<file path="src/rtl/miner_config.svh">
/*
 * miner front end configuration
 * serial timing, core count, job buffer depth and frame field widths
 */
`ifndef MINER_CONFIG_SVH
`define MINER_CONFIG_SVH

// clocks per serial bit, kept short for simulation
`define UART_CLKS_PER_BIT 8

// hashing cores, 1 to 3
`define CN_CORES 2

// job buffer entries, 2 or 4
`define JOB_BUF_DEPTH 2

`define HASH_WORDS 12
`define XOUT_WORDS 8
`define WORD_BITS 128
`define TWEAK_BITS 64
`define JOB_BYTES 200
`define RESULT_BYTES 128

`endif

</file>
<file path="src/rtl/miner_pkg.sv">
/*
 * miner package
 * job and result frame types and the state encodings of the serial blocks
 */
`include "miner_config.svh"

package miner_pkg;

	// one job as received over the serial link, hash[0] is sent first
	typedef struct packed {
		logic [0:`HASH_WORDS-1][`WORD_BITS-1:0] hash;
		logic [`TWEAK_BITS-1:0]                 tweak;
	} job_t;

	// core output, xout[0] goes out first
	typedef struct packed {
		logic [0:`XOUT_WORDS-1][`WORD_BITS-1:0] xout;
	} result_t;

	// shared by the serial receiver and transmitter
	typedef enum logic [1:0] {
		UART_IDLE,
		UART_START,
		UART_DATA,
		UART_STOP
	} uart_state_e;

	// result serialiser
	typedef enum logic [1:0] {
		SEND_IDLE,
		SEND_LOAD,
		SEND_WAIT_BUSY
	} send_state_e;

endpackage

</file>
<file path="src/rtl/job_receive.sv">
/*
 * job assembly
 * shifts serial bytes into a job frame, first byte lands in the top byte
 */
`timescale 1ns/10ps
`include "miner_config.svh"

module job_receive (
	input  logic             clk,
	input  logic             rst_i,
	input  logic             rx_en_i,
	input  logic [7:0]       rx_byte_i,
	output miner_pkg::job_t  job_o,
	output logic             job_ready_o
);
	localparam int JOB_BITS = `JOB_BYTES * 8;
	localparam int CNT_W = $clog2(`JOB_BYTES);

	logic [JOB_BITS-1:0] shift_q;
	logic [CNT_W-1:0] byte_cnt_q;

	always_ff @(posedge clk) begin
		if (rst_i) begin
			byte_cnt_q <= '0;
			job_ready_o <= 1'b0;
		end else begin
			job_ready_o <= 1'b0;
			if (rx_en_i) begin
				if (byte_cnt_q == CNT_W'(`JOB_BYTES - 1)) begin
					byte_cnt_q <= '0;
					job_ready_o <= 1'b1;
				end else begin
					byte_cnt_q <= byte_cnt_q + 1'b1;
				end
			end
		end
	end

	always_ff @(posedge clk) begin
		if (rx_en_i)
			shift_q <= {shift_q[JOB_BITS-9:0], rx_byte_i};
	end

	assign job_o = shift_q;

endmodule

</file>
<file path="config.mk">
export PLATFORM = sky130hd
export DESIGN_NAME = job_receive
export DESIGN_NICKNAME = d
export VERILOG_FILES = /design/src/rtl/miner_pkg.sv /design/src/rtl/job_receive.sv
export VERILOG_INCLUDE_DIRS = /design/src /design/src/rtl
export SDC_FILE = /design/constraint.sdc
export NUM_CORES = 1
export LEC_CHECK = 0
export ABC_AREA = 1
export BUFFER_PORTS_ARGS = -buffer_cell sky130_fd_sc_hd__buf_4
export CAP_MARGIN = 20
export CORE_AREA = 2 2 628 630
export CTS_BUF_LIST = sky130_fd_sc_hd__clkbuf_16
export CTS_CLUSTER_SIZE = 12
export DETAILED_ROUTE_END_ITERATION = 16
export DIE_AREA = 0 0 630 632
export SYNTH_ARGS = -nofsm -noshare
export SYNTH_HDL_FRONTEND = slang
export SYNTH_SLANG_ARGS = --single-unit
</file>
<file path="constraint.sdc">
create_clock -name clk -period 1.65 [get_ports clk]
set_clock_uncertainty 0.15 [all_clocks]
set_input_delay 0.165 -clock clk [delete_from_list [all_inputs] [get_ports clk]]
set_output_delay 0.165 -clock clk [all_outputs]
set_load 0.01 [all_outputs]
</file>
==> metrics.csv <==
stage,metric,value,unit
cts,clk sink count,1609,
routing,DR WL/cell,17.9,um
sta,worst setup margin,-307,ps
placed_design,pre-CTS WS,-25.0,ps
routing,violation count after the first detailed-route iteration,1725,
synth,Synth async-reset ratio,0,
finish,Synth-to-Final Area Change,82.3,%
floorplanning,Starting Density,0.124,
setup_path,R2R Setup Slk,240,ps
sta,fin crit share,1.19,
synth,"FF+latch count, synth",1609,
synth,syn_nets,1673,
routing,DR vias/cell,2.98,
grt,first-pass GRT wire length,229000,um
hold_path,Worst Hold Depth,4,
finish,final net count,4720,
cts,clock slew at reported path FFs,70,ps
routing,vias,29900,
floorplanning,core footprint,391000,um2
cts,worst skew pair latency,860,ps
setup_path,CP startpoint,job_o[837],
routing,DR pass1 iterations,5,
sta,Slew Limit Fails,0,
run,max cap viols,0,
synth,top-area cell type share of the netlist area,0.991,
hold_path,"Endpoint, Worst Hold",byte_cnt_q[3],
floorplanning,Die W,630,um
placed_design,PortBufs,1611,
grt,Total GRT Usage,0.0792,
placed_design,Placer Congestion,0.931,
setup_path,Critical Path AT,1640,ps
cts,clk buf depth,4,
setup_path,worst r2r src,byte_cnt_q[0],
sta,RSZ-0062 raised after global routing,yes,
grt,vias in the first global route,29900,
power_and_ir_drop,Leak,0.0346,uW
synth,syn_area_per_cell,29.2,um2
synth,sequential cell area fraction in the yosys report,0.995,
setup_path,R2R Path End,byte_cnt_q[7],
placed_design,hpwl dp,123000,um
synth,"Top FF cell, synth",edfxtp_1,
run_status,failing checks,setup timing,
synth,yosys warns,0,
power_and_ir_drop,peak supply drop,1.14,mV
setup_path,Setup Crit Path Kind,reg -> out,
setup_path,critical path endpoint category,primary output,
cts,htree depth,4,
synth,"Distinct cells, synth",17,
cts,root cell of the clock tree,clkbuf_16,
synth,synth cell count leaders,"edfxtp_1 (1600), nand2_1 (14), nor2_1 (12)",
setup_path,CP Launch Type,flop,
routing,DRC Markers,0,
hold_path,critical hold path startpoint,rst_i,
finish,share of cells above drive strength 1,0.638,
setup_path,crit-path max FO,2,
floorplanning,cell row count,230,
sta,max frequency,511,MHz
run_status,status,"finished, violations left",
sta,post-route minimum period,1960,ps
grt,initial antenna violation count,8,
grt,GR Overflow Total,0,
floorplanning,Die Ht,632,um
cts,CTS tree,built,
sta,final setup vio count,1599,
power_and_ir_drop,Cell Pwr Density,1090,nW/um2
sta,Slew headroom,0.644,
hold_path,Tightest Hold Check Type,in -> reg,
floorplanning,die area,398000,um2
synth,Cells after Synth,1661,
setup_path,depth of the most critical reg-to-reg path,8,
cts,Inserted Clock Buffers,173,
synth,number of synthesized flops with an enable pin,1600,
routing,"antenna viol nets, final",0,
synth,post-synth top area cell,edfxtp_1,
synth,cell with the most instances after synthesis,edfxtp_1,
floorplanning,I/O pins,1612,
sta,Final Hold Viols,0,
sta,Tightest Pin Transition,534,ps
synth,"top cells by area, synth","edfxtp_1 (99%), dfxtp_1 (0.37%), nand2_1 (0.11%), nor2_1 (0.093%), inv_1 (0.070%)",
grt,pin count of the biggest net entering global routing,101,
synth,Post-Syn Area,48500,um2
power_and_ir_drop,total power draw,96200,uW
routing,Routed Wire Length,180000,um
setup_path,worst path required time,1330,ps
## layout make-up
cell class / count / area [um2]
clock buffers: 178 / 4450
inverters: 9 / 33.8
multi-input cells: 43 / 218
repair buffers: 2872 / 28100
flip-flops and latches: 1609 / 48200
well taps: 5220 / 6530
clock inverters: 107 / 787
fillers: 39700 / 303000
diodes: 4 / 10.0
## per-layer routing
metal | part of all wire | GRT usage | vias to the layer above | wire [um]
li1 | - | - | 12900 | -
met4 | 0.076 | 0.0574 | 0 | 13700
met3 | 0.088 | 0.0271 | 409 | 15800
met1 | 0.30 | 0.0676 | 15000 | 53700
met2 | 0.54 | 0.151 | 1646 | 96700
met5 | 0 | 0 | - | 0
## cell families (layout without fill, tap and decap cells)
family	Yosys count	count (layout)	synth area share
flip-flops	1609	1609	0.995
other	0	4	0
adder cells (fa/ha/maj)	1	1	0.000258
multiplexers	1	1	0.000206
AO/OA/AOI/OAI	6	6	0.000723
buffers and inverters	9	3166	0.000697
AND/OR/NAND/NOR	34	34	0.00312
XOR/XNOR	1	1	0.000181
## worst max-delay path, stage by stage, from the launching register on
cell,delay [ps]
edfxtp_1,500
buf_8,190
buf_6,120
## power by group
| group | total [uW] | switching, uW | internal [uW] |
|---|---|---|---|
| Combinational | 9590 | 4010 | 5580 |
| Sequential | 49600 | 1970 | 47700 |
| Clock | 37000 | 16200 | 20700 |
| Total | 96200 | 22200 | 74000 |
## timing repair
item	CTS	global route
resized for setup	1452	159
endpoints found under the setup margin	1601	1601
hold buffers	18	0
setup buffers	742	391
endpoints found under the hold margin	875	0
## worst max path at each step
| stage | slack (ps) | depth (start not counted) | to |
|---|---|---|---|
| 3_3_place_gp | -10 | 10 | byte_cnt_q[7] |
| 4_1_cts | -540 | 2 | job_o[837] |
| 5_1_grt | -460 | 2 | job_o[837] |
| 6_report | -310 | 2 | job_o[837] |
| 2_1_floorplan | 430 | 6 | byte_cnt_q[3] |
| 3_5_place_dp | -30 | 3 | job_o[1599] |
## metrics by stage
stage                     TNS (ps)  hold slack (ps)   util  instances  instance area [um2]
after CTS                  -295720             10.6  0.217       9652                84900
after floorplan                  0             86.5      -       1661                48500
final                      -105040             97.4  0.226      10000                88400
after detailed placement     -2150              195  0.175       8607                68400
after global routing       -259780             13.6  0.226      10000                88400
after global placement        -527              194  0.175       8607                68400
## sequential cells by signal, indices dropped and copies added, names as in the netlist
name         flops
job_o         1600
job_ready_o      1
byte_cnt_q       8
## placed cells by master (no fill, tap or decap)
cell type	n
bufinv_16	8
nand2_2	1
edfxtp_1	1600
nor2_1	12
dfxtp_2	1
nand3_2	1
a21o_1	1
buf_12	39
inv_16	1
a21oi_1	4
buf_16	1
clkinv_2	12
or2_0	1
inv_1	57
dfxtp_1	8
diode_2	4
mux2i_1	1
ha_1	1
clkbuf_16	178
nor3_1	2
clkinv_1	23
buf_8	3
clkinv_4	5
nand3_1	2
clkinv_8	4
inv_6	1
buf_4	1219
nand2_1	14
nor2_4	1
clkinv_16	2
dlygate4sd3_1	18
clkinvlp_4	3
o21bai_1	1
buf_6	1592
xnor2_1	1
No activity file was read; power rests on OpenSTA's default activity.
