===== src/rtl/miner_config.svh =====
/*
 * miner front end configuration
 * serial timing, core count, job buffer depth and frame field widths
 */
`ifndef MINER_CONFIG_SVH
`define MINER_CONFIG_SVH

// clocks per serial bit, kept short for simulation
`define UART_CLKS_PER_BIT 8

// hashing cores, 1 to 3
`define CN_CORES 2

// job buffer entries, 2 or 4
`define JOB_BUF_DEPTH 2

`define HASH_WORDS 12
`define XOUT_WORDS 8
`define WORD_BITS 128
`define TWEAK_BITS 64
`define JOB_BYTES 200
`define RESULT_BYTES 128

`endif


===== src/rtl/miner_pkg.sv =====
/*
 * miner package
 * job and result frame types and the state encodings of the serial blocks
 */
`include "miner_config.svh"

package miner_pkg;

	// one job as received over the serial link, hash[0] is sent first
	typedef struct packed {
		logic [0:`HASH_WORDS-1][`WORD_BITS-1:0] hash;
		logic [`TWEAK_BITS-1:0]                 tweak;
	} job_t;

	// core output, xout[0] goes out first
	typedef struct packed {
		logic [0:`XOUT_WORDS-1][`WORD_BITS-1:0] xout;
	} result_t;

	// shared by the serial receiver and transmitter
	typedef enum logic [1:0] {
		UART_IDLE,
		UART_START,
		UART_DATA,
		UART_STOP
	} uart_state_e;

	// result serialiser
	typedef enum logic [1:0] {
		SEND_IDLE,
		SEND_LOAD,
		SEND_WAIT_BUSY
	} send_state_e;

endpackage


===== src/rtl/uart_receiver.sv =====
/*
 * uart receiver, 8N1
 * samples each bit at its middle and strobes the byte at the stop bit
 */
`timescale 1ns/10ps
`include "miner_config.svh"

module uart_receiver (
	input  logic       clk,
	input  logic       rst_i,
	input  logic       rxd_i,
	output logic [7:0] rx_byte_o,
	output logic       rx_en_o
);
	localparam int CLKS = `UART_CLKS_PER_BIT;
	localparam int CNT_W = $clog2(CLKS);

	miner_pkg::uart_state_e state_q;
	logic [CNT_W-1:0] clk_cnt_q;
	logic [2:0] bit_cnt_q;
	logic [7:0] shift_q;
	logic rxd_meta_q;
	logic rxd_q;

	// line idles high
	always_ff @(posedge clk) begin
		if (rst_i) begin
			rxd_meta_q <= 1'b1;
			rxd_q <= 1'b1;
		end else begin
			rxd_meta_q <= rxd_i;
			rxd_q <= rxd_meta_q;
		end
	end

	always_ff @(posedge clk) begin
		if (rst_i) begin
			state_q <= miner_pkg::UART_IDLE;
			clk_cnt_q <= '0;
			bit_cnt_q <= '0;
			rx_en_o <= 1'b0;
		end else begin
			rx_en_o <= 1'b0;
			case (state_q)
			miner_pkg::UART_IDLE: begin
				clk_cnt_q <= '0;
				if (!rxd_q)
					state_q <= miner_pkg::UART_START;
			end
			miner_pkg::UART_START: begin
				if (clk_cnt_q == CNT_W'(CLKS / 2 - 1)) begin
					clk_cnt_q <= '0;
					bit_cnt_q <= '0;
					// start bit gone by mid-bit, treat as a glitch
					state_q <= rxd_q ? miner_pkg::UART_IDLE : miner_pkg::UART_DATA;
				end else begin
					clk_cnt_q <= clk_cnt_q + 1'b1;
				end
			end
			miner_pkg::UART_DATA: begin
				if (clk_cnt_q == CNT_W'(CLKS - 1)) begin
					clk_cnt_q <= '0;
					bit_cnt_q <= bit_cnt_q + 1'b1;
					if (bit_cnt_q == 3'd7)
						state_q <= miner_pkg::UART_STOP;
				end else begin
					clk_cnt_q <= clk_cnt_q + 1'b1;
				end
			end
			default: begin
				if (clk_cnt_q == CNT_W'(CLKS - 1)) begin
					// a low stop bit drops the character
					rx_en_o <= rxd_q;
					state_q <= miner_pkg::UART_IDLE;
				end else begin
					clk_cnt_q <= clk_cnt_q + 1'b1;
				end
			end
			endcase
		end
	end

	// lsb first
	always_ff @(posedge clk) begin
		if (state_q == miner_pkg::UART_DATA && clk_cnt_q == CNT_W'(CLKS - 1))
			shift_q <= {rxd_q, shift_q[7:1]};
	end

	assign rx_byte_o = shift_q;

endmodule


===== config.mk =====
export PLATFORM = sky130hd
export DESIGN_NAME = uart_receiver
export DESIGN_NICKNAME = d
export VERILOG_FILES = /design/src/rtl/miner_pkg.sv /design/src/rtl/uart_receiver.sv
export VERILOG_INCLUDE_DIRS = /design/src /design/src/rtl
export SDC_FILE = /design/constraint.sdc
export NUM_CORES = 1
export LEC_CHECK = 0
export BUFFER_PORTS_ARGS = -buffer_cell sky130_fd_sc_hd__buf_2
export CAP_MARGIN = 5
export CORE_MARGIN = 2
export CORE_UTILIZATION = 50
export CTS_BUF_LIST = sky130_fd_sc_hd__clkbuf_4 sky130_fd_sc_hd__clkbuf_8 sky130_fd_sc_hd__clkbuf_16
export DETAILED_ROUTE_END_ITERATION = 12
export PLACE_DENSITY = 0.71
export SETUP_SLACK_MARGIN = 0.3
export SYNTH_ARGS = -nofsm -noshare
export SYNTH_HDL_FRONTEND = slang
export SYNTH_SLANG_ARGS = --single-unit

===== constraint.sdc =====
create_clock -name clk -period 2.1 [get_ports clk]
set_clock_uncertainty 0.2 [all_clocks]
set_input_delay 0.42 -clock clk [delete_from_list [all_inputs] [get_ports clk]]
set_output_delay 0.42 -clock clk [all_outputs]
set_load 0.005 [all_outputs]

==> metrics.txt <==
Peak VDD IR=0.5408 mV; worst-skew pair later-pin latency=0.30 ns; routed wire length=1.794 mm; status=completed; Tmin final=1.872 ns; I/O Pins=12; Rel. slew slack=71.66%; Avg Inst Size Synth=10.96 µm²; total track usage=17.38%; Startpoint Class=flip-flop; Critical Path AT=1.86 ns; CTS clk-pin slew, worst paths=0.10 ns; post-route clock period utilization=89.15%; Max Transition Viols Final=0; Mapped Area=865.8 µm²; # diodes=0; Root Buffer=clkbuf_4; worst path bufs/invs=1; DRC=0; Yosys reg bits=19; initial core utilization=51.84%; RSZ-0062 raised after global routing=true; r2r setup slk=0.23 ns; final setup violation count=0; Critical Path RT=2.09 ns; HPWL reported at the end of detailed placement=1.017 mm; first-pass GRT wire length=2.359 mm; FMAX=0.5342 GHz; Detail Route Antenna Nets=0; Critical R2R Capture=state_q[0]$_SDFFE_PP0P_; Max stage delay on crit path=0.43 ns; Slowest cell on crit path=a222oi_1; PwrDens=718.0 mW/mm²; Lkg Pwr=0.0004402 µW; critical path startpoint=state_q[0]$_SDFFE_PP0P_; total CTS buffers=3; CP Depth=5; Die Wd=45.62 µm; Synth warnings=0; sequential area share after synthesis=53.18%; Hold Vio Cnt, Final=0; final std cells w/o fill=116; largest net degree at the start of global routing=15; WL/cell=15.47 µm; worst-case reg-to-reg path depth=5; Setup CP Type=reg2reg; area grow syn2layout=30.06%; worst-path cell chain=inv_6 -> ha_4 -> a222oi_1 -> o21ai_1 -> mux2_1; core area=0.001670 mm²; Crit. End Element=flip-flop; Max Cap Viol=0; Cells after Synth=79; Fin Setup TNS=0 ns; router iterations before antenna repair=4; Critical R2R Launch=state_q[0]$_SDFFE_PP0P_; Placer Congestion=0.7494; CTS max path bufs=2; via density per instance=5.845; Least-Margin Pin Slew=0.4251 ns; die area=0.002081 mm²; worst setup path endpoint=state_q[0]$_SDFFE_PP0P_; gr ovfl total=0; placed cells=106; synthesized net count=91; Hold WC Path Type=in2reg; CP Max Fanout=4; # hold bufs at CTS=0; CTS tree=built; fin nets=112; Final Power=808.5 µW; Buffers on Ports=11; Vias=678; CTS Sinks=19; CP delay by family, top=compound AO/OA/AOI/OAI gates; htree depth=1; vias in the first global route=573; layout cell share with drive strength beyond 1=45.45%; Unique masters post-synth=28; row cnt=15; initial antenna violation count=0; DRT iter0 DRCs=35; Chip Height=45.62 µm
## kinds of logic after synthesis
| logic type | synth area share (%) |
|---|---|
| AOI/OAI and AO/OA | 13.87 |
| adders and majority gates | 13.01 |
| buffers and inverters | 3.468 |
| DFF | 53.18 |
| muxes | 1.300 |
| and+or+nand+nor | 15.18 |
## through the flow
| stage | setup slack [ns] | util, % | instance area (µm²) | hold slack, ns |
|---|---|---|---|---|
| 4_1_cts | 0.3011 | 63.45 | 1060 | 0.08250 |
| 6_report | 0.2279 | 67.42 | 1126 | 0.09761 |
| 5_1_grt | 0.1577 | 67.42 | 1126 | 0.06745 |
| 3_3_place_gp | 0.2168 | 56.33 | 940.9 | 0.2027 |
| 2_1_floorplan | 0.3164 | - | 868.3 | 0.1895 |
| 3_5_place_dp | 0.1487 | 56.33 | 940.9 | 0.2071 |
## power by group
group          internal [µW]  total (µW)  switching (µW)  leakage, µW
sequential               401         427            25.8     0.000166
combinational            106         199            93.0     0.000257
clock                   71.1         183             112    0.0000177
total                    578         809             230     0.000440
## placed cells by master, fill, tap and decap left out, drive strengths merged
| cell | Yosys | layout |
|---|---|---|
| o221a | 1 | 1 |
| a21o | 1 | 1 |
| nand3b | 1 | 1 |
| o21ai | 3 | 3 |
| edfxtp | 8 | 8 |
| dfxtp | 11 | 11 |
| o211a | 1 | 1 |
| a211oi | 2 | 2 |
| nand2 | 3 | 3 |
| a2bb2oi | 1 | 1 |
| and3b | 1 | 1 |
| clkbuf | 1 | 3 |
| nor2b | 1 | 1 |
| nor2 | 8 | 8 |
| a21oi | 5 | 5 |
| a222oi | 1 | 1 |
| nor4 | 2 | 2 |
| mux2 | 1 | 1 |
| nand3 | 2 | 2 |
| nor3 | 1 | 1 |
| clkinv | 0 | 1 |
| o32ai | 2 | 2 |
| buf | 0 | 17 |
| ha | 9 | 9 |
| nand2b | 3 | 3 |
| or2 | 2 | 2 |
| inv | 7 | 7 |
| and3 | 1 | 1 |
## synth_stat cells
cell type / count / area (µm²)
dfxtp_1: 11 / 220.2
ha_1: 9 / 112.6
nor3_1: 1 / 5.000
inv_1: 7 / 26.28
nor2_1: 8 / 30.03
o21ai_0: 2 / 10.01
nand2b_1: 3 / 18.77
nand2_2: 1 / 6.260
and3_1: 1 / 6.260
nand2_1: 2 / 7.510
edfxtp_1: 8 / 240.2
mux2_1: 1 / 11.26
or2_2: 2 / 12.51
nor4_1: 2 / 12.51
clkbuf_1: 1 / 3.750
a211oi_1: 2 / 15.01
a21o_1: 1 / 7.510
a21oi_1: 5 / 25.02
a2bb2oi_1: 1 / 8.760
o32ai_1: 2 / 17.52
nand3b_1: 1 / 7.510
and3b_1: 1 / 8.760
nor2b_1: 1 / 6.260
nand3_1: 2 / 10.01
o21ai_1: 1 / 5.000
a222oi_1: 1 / 10.01
o211a_1: 1 / 10.01
o221a_2: 1 / 11.26
## worst reg2reg max path: cells and delay by family (launching register included)
family	cells	cell delay (ns)
flip-flops	1	0.41
multiplexers	1	0.33
buffers and inverters	1	0.05
AO/OA/AOI/OAI	2	0.60
adder cells (fa/ha/maj)	1	0.17
## layer usage
layer / wire [µm] / vias to the layer above / share of wire [%] / global-route usage (%)
met3: 62 / 6 / 3.5 / 7.143
met4: 80 / 0 / 4.5 / 11.76
met2: 950 / 15 / 53 / 27.89
li1: - / 329 / - / -
met1: 702 / 328 / 39 / 18.41
met5: 0 / - / 0 / 0
## state kept, by name, indices dropped and copies added, names as in the netlist
| name | flops |
|---|---|
| rx_byte_o | 8 |
| bit_cnt_q | 3 |
| clk_cnt_q | 3 |
| state_q | 2 |
| rx_en_o | 1 |
| rxd_meta_q | 1 |
| rxd_q | 1 |
## what timing repair did
action	in CTS	in global routing
pin swaps	3	4
resized for setup	17	15
gates cloned	0	0
endpoints found under the setup margin	2	4
setup buffers	5	1
## worst min path at each step
stage | slack (ns) | startpoint | cells after the start | to
floorplan | 0.19 | rxd_meta_q$_SDFF_PP1_ | 1 | rxd_q$_SDFF_PP1_
global placement | 0.20 | rxd_meta_q$_SDFF_PP1_ | 1 | rxd_q$_SDFF_PP1_
detailed placement | 0.21 | rxd_meta_q$_SDFF_PP1_ | 1 | rxd_q$_SDFF_PP1_
CTS | 0.08 | rxd_i | 2 | rxd_meta_q$_SDFF_PP1_
global route | 0.07 | rxd_i | 2 | rxd_meta_q$_SDFF_PP1_
finish | 0.1 | rxd_i | 2 | rxd_meta_q$_SDFF_PP1_
## cell type report
type	count	area, µm²
Clock buffer	3	22.52
Clock inverter	1	5.005
Fill cell	125	544.3
Inverter	7	36.28
Multi-Input combinational cell	52	461.7
Sequential cell	19	479.2
Tap cell	17	21.27
Timing Repair Buffer	17	100.1
Power figures use the tool's default switching activity.
