===== src/rtl/miner_config.svh =====
/*
 * miner front end configuration
 * serial timing, core count, job buffer depth and frame field widths
 */
`ifndef MINER_CONFIG_SVH
`define MINER_CONFIG_SVH

// clocks per serial bit, kept short for simulation
`define UART_CLKS_PER_BIT 8

// hashing cores, 1 to 3
`define CN_CORES 2

// job buffer entries, 2 or 4
`define JOB_BUF_DEPTH 2

`define HASH_WORDS 12
`define XOUT_WORDS 8
`define WORD_BITS 128
`define TWEAK_BITS 64
`define JOB_BYTES 200
`define RESULT_BYTES 128

`endif


===== src/rtl/miner_pkg.sv =====
/*
 * miner package
 * job and result frame types and the state encodings of the serial blocks
 */
`include "miner_config.svh"

package miner_pkg;

	// one job as received over the serial link, hash[0] is sent first
	typedef struct packed {
		logic [0:`HASH_WORDS-1][`WORD_BITS-1:0] hash;
		logic [`TWEAK_BITS-1:0]                 tweak;
	} job_t;

	// core output, xout[0] goes out first
	typedef struct packed {
		logic [0:`XOUT_WORDS-1][`WORD_BITS-1:0] xout;
	} result_t;

	// shared by the serial receiver and transmitter
	typedef enum logic [1:0] {
		UART_IDLE,
		UART_START,
		UART_DATA,
		UART_STOP
	} uart_state_e;

	// result serialiser
	typedef enum logic [1:0] {
		SEND_IDLE,
		SEND_LOAD,
		SEND_WAIT_BUSY
	} send_state_e;

endpackage


===== src/rtl/result_send.sv =====
/*
 * result serialiser
 * feeds the latched result to the uart byte by byte, top byte first
 */
`timescale 1ns/10ps
`include "miner_config.svh"

module result_send (
	input  logic                clk,
	input  logic                rst_i,
	input  logic                send_go_i,
	input  miner_pkg::result_t  result_i,
	input  logic                tx_busy_i,
	output logic                tx_en_o,
	output logic [7:0]          tx_byte_o,
	output logic                send_ready_o
);
	localparam int BYTES = `RESULT_BYTES;
	localparam int IDX_W = $clog2(BYTES + 1);

	miner_pkg::send_state_e state_q;
	logic [IDX_W-1:0] byte_idx_q;
	logic [BYTES*8-1:0] res_vec;

	assign res_vec = result_i;

	always_ff @(posedge clk) begin
		if (rst_i) begin
			state_q <= miner_pkg::SEND_IDLE;
			byte_idx_q <= '0;
			tx_en_o <= 1'b0;
			send_ready_o <= 1'b0;
		end else begin
			tx_en_o <= 1'b0;
			send_ready_o <= 1'b0;
			case (state_q)
			miner_pkg::SEND_IDLE: begin
				byte_idx_q <= '0;
				if (send_go_i)
					state_q <= miner_pkg::SEND_LOAD;
			end
			miner_pkg::SEND_LOAD: begin
				// index reaches BYTES once the last byte has left the line
				if (!tx_busy_i) begin
					if (byte_idx_q == IDX_W'(BYTES)) begin
						send_ready_o <= 1'b1;
						state_q <= miner_pkg::SEND_IDLE;
					end else begin
						tx_en_o <= 1'b1;
						state_q <= miner_pkg::SEND_WAIT_BUSY;
					end
				end
			end
			default: begin
				// busy rises one cycle after the enable
				if (tx_busy_i) begin
					byte_idx_q <= byte_idx_q + 1'b1;
					state_q <= miner_pkg::SEND_LOAD;
				end
			end
			endcase
		end
	end

	always_ff @(posedge clk) begin
		if (state_q == miner_pkg::SEND_LOAD && !tx_busy_i && byte_idx_q != IDX_W'(BYTES))
			tx_byte_o <= res_vec[(BYTES - 1 - int'(byte_idx_q)) * 8 +: 8];
	end

endmodule


===== config.mk =====
export PLATFORM = sky130hd
export DESIGN_NAME = result_send
export DESIGN_NICKNAME = d
export VERILOG_FILES = /design/src/rtl/miner_pkg.sv /design/src/rtl/result_send.sv
export VERILOG_INCLUDE_DIRS = /design/src /design/src/rtl
export SDC_FILE = /design/constraint.sdc
export NUM_CORES = 1
export LEC_CHECK = 0
export CELL_PAD_IN_SITES_DETAIL_PLACEMENT = 0
export CELL_PAD_IN_SITES_GLOBAL_PLACEMENT = 1
export CORE_AREA = 5 5 399 401
export CTS_CLUSTER_SIZE = 24
export DETAILED_ROUTE_END_ITERATION = 8
export DIE_AREA = 0 0 404 406
export DONT_BUFFER_PORTS = 1
export PLACE_DENSITY = 0.3
export SLEW_MARGIN = 40
export SYNTH_ARGS = -nofsm -noshare
export SYNTH_HDL_FRONTEND = slang
export SYNTH_SLANG_ARGS = --single-unit

===== constraint.sdc =====
create_clock -name clk -period 2.4 [get_ports clk]
set_clock_uncertainty 0.05 [all_clocks]
set_input_delay 0.72 -clock clk [delete_from_list [all_inputs] [get_ports clk]]
set_output_delay 0.72 -clock clk [all_outputs]
set_load 0.01 [all_outputs]

==> results.json <==
{
  "syn2layout_area_growth_pct": 65.66,
  "detailroute.via_count": 10630,
  "dp.cells": 3023,
  "floorplan.initialDensity": 0.05999,
  "met3_layer_usage_reported_by_global_route": 0.02902,
  "synth_enable_flop_cells": 8,
  "clock-sinks": 20,
  "finalInstanceArea_mm2": 0.01543,
  "core_area_mm2": 0.1553,
  "final.period_utilization": 1.118,
  "worstSetupStartpointType": "flop",
  "fp.dieArea_mm2": 0.1640,
  "cts_max_path_buffers": 2,
  "crit_chain": "buf_12 > buf_12 > bufbuf_16 > mux4_2 > mux4_2 > a311oi_2 > a31oi_1",
  "clkTransAtPathRegs_ns": 0.10,
  "remaining_drc_errors": 0,
  "p_total_w": 0.001901,
  "critical_path_peak_fanout": 6,
  "drt_pass1_iterations": 5,
  "maxSlewViolCount": 0,
  "fin_worst_hold_slack_ns": 0.4467,
  "grt_max_degree": 53,
  "grt_pass1_vias": 11190,
  "power.leakage_nw": 3.969,
  "hold_path.class": "input port to flop",
  "synth_async_sr_flop_share": 0,
  "cts_buffers": 3,
  "fmax_ghz": 0.3726,
  "synth_fp_nets": 1893,
  "dr.first_iter.drc_count": 735,
  "clk-insertion-delay-late_ns": 0.30,
  "std_cell_rows": 145,
  "post_detailed_placement_half_perimeter_wirelength_mm": 95.65,
  "finalSetupViolations": 8,
  "critical_path_arrival_ns": 2.67,
  "critPathKind": "flop to flop",
  "die_w_um": 404,
  "synth.ff_latch_count": 20,
  "tritoncts": "done",
  "end_kind": "flop",
  "cts_max_level": 1,
  "violated_checks": "negative setup slack",
  "gpl.final_weighted_congestion": 1.011,
  "ys_seq_area_frac": 0.05157,
  "rsz0062_at_grt": "yes",
  "grtUsageTotal": 0.1233,
  "yosysTopAreaCellShare": 0.4206,
  "nNetsFinal": 2078,
  "worst-slew-pin-transition_ns": 0.6129,
  "max-vdd-ir-drop_uv": 263.4,
  "grt_remaining_overflow": 0,
  "critPathSlowestCell": "sky130_fd_sc_hd__mux4_2",
  "clock-root-buffer": "sky130_fd_sc_hd__clkbuf_16",
  "postCtsHoldBufs": 0,
  "maxSlewHeadroom": 0.5833,
  "num_io_pins": 1038,
  "wire_per_inst_um": 34.93,
  "synth_top_cell_by_area": "sky130_fd_sc_hd__mux4_2",
  "synth_warnings": 0,
  "routed_vias_inst": 3.388,
  "post_route_cells_drive_above_1_share": 0.5692,
  "grt.met1_usage": 0.1482,
  "largest_stage_delay_on_the_critical_path_ns": 0.58,
  "route.final.wire_length_mm": 109.6,
  "post_synth_num_cell_types": 46,
  "detail-route-antenna-nets": 0,
  "grt.met2_usage": 0.2214,
  "global_route.peak_usage_layer": "met2",
  "status": "finished with violations",
  "avgSynthCellArea_um2": 10.80,
  "final-instance-count-excl-fill": 3138,
  "max_cap_viol_count": 0,
  "wire_length_of_the_first_global_routing_pass_mm": 131.2,
  "antenna_found_initial": 82,
  "p_per_area_mw_per_mm2": 123.2,
  "post_dp_cell_area_mm2": 0.01341,
  "place.port_buffers": 0,
  "synth-main-ff-cell": "sky130_fd_sc_hd__dfxtp_1",
  "synth.top_cells.by_area": "sky130_fd_sc_hd__mux4_2 42%, sky130_fd_sc_hd__mux2i_1 19%, sky130_fd_sc_hd__a22oi_1 6.4%",
  "layout_setup_ws_ns": -0.2840,
  "cp_data_required_time_ns": 2.38,
  "die_height_um": 406,
  "shortest_period_the_worst_path_allows_ns": 2.684,
  "synthesis.instances": 863,
  "final-hold-violation-count": 0,
  "synthesis.area_mm2": 0.009316
}
-- kinds of logic (layout without fill, tap and decap cells) --
| group | count (synthesis) | after routing | synth area share |
|---|---|---|---|
| muxes | 363 | 363 | 0.6250 |
| other | 0 | 33 | 0 |
| DFF | 20 | 20 | 0.05157 |
| buffers and inverters | 110 | 294 | 0.07292 |
| adders and majority gates | 2 | 2 | 0.002686 |
| AOI/OAI and AO/OA | 228 | 228 | 0.1683 |
| and+or+nand+nor | 136 | 136 | 0.07575 |
| xor gates and xnor gates | 4 | 4 | 0.003761 |
-- final timing paths --
kind	startpoint	endpoint	slack (ns)	depth (start not counted)
min reg2reg	byte_idx_q[4]	byte_idx_q[4]	0.49	2
max	byte_idx_q[0]	tx_byte_o[1]	-0.28	7
min	rst_i	byte_idx_q[3]	0.45	1
max reg2reg	byte_idx_q[0]	tx_byte_o[1]	-0.28	7
-- stage by stage --
stage	util	setup WS, ns	setup TNS, ns
after floorplan	-	0.02587	0
after global placement	0.08621	-0.6196	-4.357
after detailed placement	0.08637	-0.6533	-4.438
after CTS	0.09542	-0.3084	-2.075
after global routing	0.09923	-0.3370	-2.156
final	0.09938	-0.2840	-1.438
-- power by group --
| part | leakage (nW) | internal [W] | switching, W |
|---|---|---|---|
| combinational | 3.75 | 0.000541 | 0.000434 |
| sequential | 0.174 | 0.000359 | 0.0000259 |
| clock | 0.0495 | 0.000294 | 0.000247 |
-- timing repair --
item / CTS / global route
pin swaps: 20 / 24
endpoints found under the setup margin: 8 / 16
gates resized for setup: 131 / 51
buffers inserted: 42 / 24
gates cloned: 10 / 5
-- layer usage --
layer / share of wire / wire (µm)
met1: 0.39 / 43180
met2: 0.51 / 55870
met3: 0.068 / 7487
met4: 0.025 / 2780
met5: 0.0027 / 299
-- Yosys cell counts, types with 4 or more instances --
master and instances:
sky130_fd_sc_hd__a2111oi_0 4, sky130_fd_sc_hd__a211oi_1 11, sky130_fd_sc_hd__a21oi_1 32, sky130_fd_sc_hd__a221oi_1 6, sky130_fd_sc_hd__a22o_1 5, sky130_fd_sc_hd__a22oi_1 79, sky130_fd_sc_hd__a31oi_1 4, sky130_fd_sc_hd__a41oi_1 6
sky130_fd_sc_hd__and2_1 5, sky130_fd_sc_hd__buf_1 4, sky130_fd_sc_hd__buf_2 35, sky130_fd_sc_hd__buf_4 13, sky130_fd_sc_hd__buf_6 15, sky130_fd_sc_hd__buf_8 4, sky130_fd_sc_hd__clkbuf_1 36, sky130_fd_sc_hd__dfxtp_1 12
sky130_fd_sc_hd__edfxtp_1 8, sky130_fd_sc_hd__mux2_2 10, sky130_fd_sc_hd__mux2i_1 179, sky130_fd_sc_hd__mux4_2 174, sky130_fd_sc_hd__nand2_1 21, sky130_fd_sc_hd__nand2b_1 10, sky130_fd_sc_hd__nand3_1 28, sky130_fd_sc_hd__nand4_1 7
sky130_fd_sc_hd__nor2_1 19, sky130_fd_sc_hd__nor2b_1 16, sky130_fd_sc_hd__nor3_1 11, sky130_fd_sc_hd__nor4_1 5, sky130_fd_sc_hd__o21ai_0 22, sky130_fd_sc_hd__o221ai_1 12, sky130_fd_sc_hd__o22ai_1 41, sky130_fd_sc_hd__or2_2 6
-- cell type report --
| cell class | instances | area, µm² |
|---|---|---|
| Multi-Input combinational cell | 733 | 8827 |
| Antenna cell | 33 | 82.58 |
| Inverter | 2 | 7.507 |
| Tap cell | 2058 | 2575 |
| Timing Repair Buffer | 288 | 3344 |
| Fill cell | 17930 | 139900 |
| Clock buffer | 4 | 100.1 |
| Sequential cell | 20 | 496.7 |
-- critical path, delay by kind of cell, from the launching register on --
family          cells  cell delay [ns]
mux                 2             1.08
buf+inv             3             0.52
flops               1             0.39
compound gates      2             0.36
-- placed cells by master (no fill, tap or decap), types with 12 or more instances in the layout --
master,count
sky130_fd_sc_hd__a21oi_1,21
sky130_fd_sc_hd__a22oi_1,64
sky130_fd_sc_hd__a22oi_2,15
sky130_fd_sc_hd__buf_12,53
sky130_fd_sc_hd__buf_16,13
sky130_fd_sc_hd__buf_4,194
sky130_fd_sc_hd__buf_6,19
sky130_fd_sc_hd__diode_2,33
sky130_fd_sc_hd__mux2i_1,156
sky130_fd_sc_hd__mux2i_4,12
sky130_fd_sc_hd__mux4_2,174
sky130_fd_sc_hd__nand2_1,20
sky130_fd_sc_hd__nand3_1,24
sky130_fd_sc_hd__nor2_1,15
sky130_fd_sc_hd__o22ai_1,39
-- flip-flops by register name, indices dropped and copies added (netlist names) --
register / flops
tx_byte_o: 8
state_q: 2
tx_en_o: 1
byte_idx_q: 8
send_ready_o: 1
(Power assumes the default switching activity.)
